File: config.mk
export PLATFORM = sky130hd
export DESIGN_NAME = slow_io_target
export DESIGN_NICKNAME = d
export VERILOG_FILES = /design/src/common/soc_pkg.sv /design/src/source/slow_io_target.sv
export SDC_FILE = /design/constraint.sdc
export NUM_CORES = 1
export LEC_CHECK = 0
export ABC_AREA = 1
export ABC_CLOCK_PERIOD_IN_PS = 1900
export BUFFER_PORTS_ARGS = -buffer_cell sky130_fd_sc_hd__buf_2
export CAP_MARGIN = 10
export CORE_ASPECT_RATIO = 0.75
export CORE_MARGIN = 1
export CORE_UTILIZATION = 34
export CTS_BUF_LIST = sky130_fd_sc_hd__clkbuf_4
export DETAILED_ROUTE_END_ITERATION = 7
export HOLD_SLACK_MARGIN = 0.03
export PLACE_DENSITY = 0.82
export SLEW_MARGIN = 25
export SYNTH_ARGS = -nofsm -noshare
export SYNTH_HDL_FRONTEND = slang
export SYNTH_SLANG_ARGS = --single-unit
File: constraint.sdc
create_clock -name clk -period 1.9 [get_ports clk]
set_clock_uncertainty 0.2 [all_clocks]
set_input_delay 0.475 -clock clk [delete_from_list [all_inputs] [get_ports clk]]
set_output_delay 0.475 -clock clk [all_outputs]
set_load 0.05 [all_outputs]
File: src/common/soc_pkg.sv
// shared types and constants; the io stub countdown needs IO_WAIT_CYCLES of at least 2
`default_nettype none

package soc_pkg;

    // data path widths
    localparam int WORD_W = 32;
    localparam int BYTE_LANES = WORD_W / 8;
    localparam int WORD_ADDR_W = 16;

    // one data word, used for write, read and fetch data
    typedef logic [WORD_W-1:0] word_t;

    // one enable bit per byte lane
    typedef logic [BYTE_LANES-1:0] byte_en_t;

    // word address, bit 15 picks the io region
    typedef logic [WORD_ADDR_W-1:0] word_addr_t;

    // address map
    localparam int IO_SEL_BIT = 15;
    // io offset field is bits 13:0
    localparam int IO_OFFSET_W = 14;
    typedef logic [IO_OFFSET_W-1:0] io_offset_t;

    // default scratch ram depth in words
    // only low 10 bits index it, upper memory bits alias
    localparam int MEM_WORDS = 1024;

    // io stub timing and contents
    localparam int IO_WAIT_CYCLES = 5;
    localparam int IO_CNT_W = $clog2(IO_WAIT_CYCLES + 1);
    typedef logic [IO_CNT_W-1:0] io_cnt_t;

    // every io read returns this
    localparam word_t IO_READ_PATTERN = 32'hFFFFFF21;

    // io word offset that acts as the console byte port
    localparam io_offset_t UART_WORD_OFFSET = io_offset_t'(1024);

    // one host access, held stable while req is high
    typedef struct packed {
        word_addr_t addr;
        word_t      wdata;
        byte_en_t   be;
        // 1 for a write, 0 for a read
        logic       write;
    } bus_req_t;

    // controller to ram port b
    // a read is en with be all zero
    typedef struct packed {
        logic       en;
        word_addr_t addr;
        byte_en_t   be;
        word_t      wdata;
    } mem_port_t;

    // bus controller states
    // RESPOND latches the response, RELEASE holds ack until req drops
    typedef enum logic [2:0] {
        IDLE,
        MEM_WAIT,
        IO_WAIT,
        RESPOND,
        RELEASE
    } ctrl_state_t;

endpackage

`default_nettype wire

File: src/source/slow_io_target.sv
// io_done follows io_start by IO_WAIT_CYCLES edges; io_req must stay stable until io_done
`timescale 1ns/1ns
`default_nettype none

module slow_io_target (
    input  wire logic               clk,
    input  wire logic               rst,

    // from the bus controller
    input  wire logic               io_start,
    input  wire soc_pkg::bus_req_t  io_req,
    output logic                    io_done,
    output soc_pkg::word_t          io_rdata,

    // console byte strobe, no back-pressure
    output logic                    uart_valid,
    output logic [7:0]              uart_byte
);

    // countdown state
    logic             busy;
    soc_pkg::io_cnt_t cnt;

    // write hits the console offset
    logic uart_hit;

    assign uart_hit = io_req.write &&
        (io_req.addr[soc_pkg::IO_OFFSET_W-1:0] == soc_pkg::UART_WORD_OFFSET);

    // countdown and done strobes
    always_ff @(posedge clk) begin
        if (rst) begin
            busy       <= 1'b0;
            cnt        <= '0;
            io_done    <= 1'b0;
            uart_valid <= 1'b0;
        end else begin
            io_done    <= 1'b0;
            uart_valid <= 1'b0;
            if (io_start) begin
                // one edge already spent seeing the start pulse
                busy <= 1'b1;
                cnt  <= soc_pkg::io_cnt_t'(soc_pkg::IO_WAIT_CYCLES - 1);
            end else if (busy) begin
                if (cnt == soc_pkg::io_cnt_t'(1)) begin
                    busy       <= 1'b0;
                    io_done    <= 1'b1;
                    // console strobe lines up with io_done
                    uart_valid <= uart_hit;
                end else begin
                    cnt <= cnt - 1'b1;
                end
            end
        end
    end

    // response data, loaded with the done pulse
    always_ff @(posedge clk) begin
        if (busy && cnt == soc_pkg::io_cnt_t'(1)) begin
            // writes elsewhere are dropped, read value ignored for writes
            io_rdata  <= io_req.write ? '0 : soc_pkg::IO_READ_PATTERN;
            uart_byte <= io_req.wdata[7:0];
        end
    end

endmodule

`default_nettype wire

# ---- Yosys cells after proc, flatten, opt, wreduce, memory -nomap -nowiden
# Index checks and enable logic that the tools add are counted.
dict set report classes {
  add_sub_neg 1
  eq_ne 3
  mux 8
  bitwise_logic 2
  reduce_logical 8
}
# op n
set op_table {}
lappend op_table {{32-bit two-way mux} 1}
lappend op_table {{14-bit by 11-bit == test with 1-bit output (second input constant)} 1}
lappend op_table {{3-bit two-way mux} 3}
lappend op_table {{1-bit two-way mux} 4}
lappend op_table {{2-bit AND reduction} 2}
lappend op_table {{4-bit OR reduction} 1}
lappend op_table {{3-bit by 1-bit == test with 1-bit output (second input constant)} 1}
lappend op_table {{3-bit OR reduction} 1}
lappend op_table {{3-bit by 1-bit subtractor with 3-bit output (second input constant)} 1}
lappend op_table {{1-bit logical AND} 2}
lappend op_table {{2-bit != test (second input constant)} 1}
lappend op_table {{1-bit NOT} 2}
lappend op_table {{2-bit nonzero test} 1}
lappend op_table {{2-bit OR reduction} 1}
dict set report word_totals {
  reg_bits 46
  in_bits 56
  out_inout_bits 42
  word_cells 29
}

# ---- Longest topological paths before layout
dict set report depth {
  word_depth 4
  depth_mapped 8
  ltp_nobuf 8
}

# ---- Least setup slack after synthesis
# Ideal clock, no wire load.
dict set report synth_path {
  path_type {flip-flop to output port}
  from {register io_rdata[30] (netlist name)}
  to {output port io_rdata[10]}
  arrival_time_ns 1.324
  required_time_ns 1.225
  slack_ns -0.099
  path_stages_with_launch 2
  path_buffers 1
  path_cell_list {edfxtp_1 buf_4}
}
# item line_no
set synth_lines {}
lappend synth_lines {{to (decl)} slow_io_target.sv:13} ;# output soc_pkg::word_t io_rdata,

==> results.md <==
* Hold WS at 155 ps
* Reg2Reg Depth at 4
* DR iter-0 viols at 3
* Worst R2R End: uart_byte[1]
* RSZ-0062 raised after global routing: false
* Crit path capture type: output pin
* Resized Gates After CTS at 0
* Overflow after GRT at 0
* CTS sink count at 15
* CTS tree: done
* Commonest non-fill, non-tap cell in the layout: buf_2
* Fin crit share at 93.1%
* Final Wtd Congestion at 0.563
* Post-Syn Area per Cell at 9.53 um^2
* IO buf count at 61
* Lkg Pwr at 0.519 nW
* Pwr/cell area at 647 mW/mm^2
* Fill count at 237
* Max Slew Vio Count at 0
* WL per Instance at 7.92 um
* Max cap viols at 0
* Register area at 390 um^2
* Num rows at 15
* Initial Util at 36.3%
* CP Launch Point: io_rdata[30]
* Critical path launch point type: register
* Number of global-route vias before repair at 443
* TritonCTS buffer count at 3
* Outcome: finished, final reports clean
* Peak supply drop at 0.422 mV
* Fraction of layout cells with a size suffix above 1 at 57.0%
* Hold WC Path Type: in2reg
* Die height at 45 um
* GRT Total Usage at 9.58%
* Largest net degree at the start of global routing at 27
* Initial antenna violation count at 0
* Post-CTS Setup Bufs at 0
* H-tree depth at 1
* Drt drc at 0
* Setup violators final at 0
* DP Wirelength at 1070 um
* Commonest non-fill, non-tap cells in the layout: buf_2, nor2_1, edfxtp_1
* Clk buf depth at 2
* CP max FO at 26
* Area occupied by multi-input gates at 196 um^2
* Post-placement cell area at 980 um^2
* Design Area, Final at 0.00101 mm^2
* R2R Setup Slk at 420 ps
* Post-detailed-route count of antenna-violating nets at 0
* Final hold violations at 0
* Critical R2R Launch: cnt[1]
* Pre-antenna DRT Iters at 6
* Area delta synth->final at 20.1%
* Final nets at 187
* Fmax at 565 MHz
* Root buffer cell: clkbuf_4
* Distinct cells, synth at 19
* CP Class: reg2out
* Die X at 59.3 um
* Yosys warns at 0
* Yosys reg bits at 15
* Vias per cell at 3.84
* Worst endpoint required time at 1220 ps
* CORE AREA at 0.00231 mm^2
* Vias at 622
* Setup TNS at 0 ps
* Antenna cells at 0
* Hold_buf cts at 0
* CP endpoint: io_rdata[25]
* Tmin final at 1770 ps
* I/O pins at 98
* Final core utilization at 43.6%
* Routed wire length at 1280 um
* CTS clk-pin slew, worst paths at 90 ps
* Die Area at 0.00267 mm^2
* First-pass GRT wire length at 1750 um
* Post-Syn Area at 838 um^2
* Clock latency on the worst-skew pair at 290 ps
* Cells after synthesis at 88
* Worst Path Arrival at 1090 ps
* Sequential area share after synthesis at 46.6%
## per-stage QoR
stage / power, mW / std cells / setup WS (ps)
floorplan: 0.461 / 93 / -99.3
global placement: 0.477 / 158 / 436
detailed placement: 0.481 / 158 / 418
CTS: 0.665 / 162 / 98.9
global route: 0.697 / 162 / 30.4
finish: 0.652 / 162 / 132
## critical path, cell delays in order, from the launching register on
cell and delay (ps):
edfxtp_1 330, buf_4 200, buf_2 290
## cells by family after synthesis
kind of cell	synth area share (%)
buffers and inverters	32.2
AND/OR/NAND/NOR	14.8
adder cells (fa/ha/maj)	2.98
flip-flops	46.6
AO/OA/AOI/OAI	2.98
other	0.447
## synth_stat cells, drive strengths merged
library cell / number / share of area, %
nor3b: 1 / 0.90
nand3b: 1 / 0.90
nand3: 1 / 0.60
nor2: 12 / 6.6
a21oi: 3 / 1.8
buf: 31 / 28
nand4: 1 / 0.75
dfxtp: 6 / 14
conb: 1 / 0.45
ha: 2 / 3.0
inv: 10 / 4.5
nand2: 8 / 5.1
edfxtp: 9 / 32
o21ai: 2 / 1.2
## state kept, by name, indices dropped and copies added, names as in the netlist
signal	cells
cnt	3
io_done	1
uart_byte	8
busy	1
uart_valid	1
io_rdata	1
## worst min-delay path by stage
stage | from | to | slack (ps) | depth (start not counted)
after floorplan | cnt[1] | cnt[1] | 260 | 2
after global routing | io_req[5] | uart_byte[0] | 120 | 1
after detailed placement | cnt[1] | cnt[1] | 290 | 2
after CTS | io_req[5] | uart_byte[0] | 140 | 1
after global placement | cnt[1] | cnt[1] | 270 | 2
final | io_req[11] | uart_byte[6] | 160 | 1
## layout make-up
class                   count  area share [%]
inverters                  10            3.73
clock buffers               3            2.24
well taps                  34            4.22
clock inverters             1           0.497
repair buffers             62            31.1
flip-flops and latches     15            38.8
multi-input cells          37            19.5
## per-layer routing
metal / vias up / part of all wire [%] / track usage [%]
li1: 316 / - / -
met1: 269 / 33 / 8.11
met2: 34 / 55 / 18.4
met3: 3 / 11 / 6.02
met4: 0 / 0.78 / 2.86
met5: - / 0 / 0
## report_power, final
| group | leakage (nW) | switching (mW) | internal [mW] |
|---|---|---|---|
| sequential | 0.130 | 0.00425 | 0.352 |
| combinational | 0.371 | 0.0814 | 0.0352 |
| clock | 0.0177 | 0.101 | 0.0782 |
Note: power is estimated with default switching activity, not from simulation.
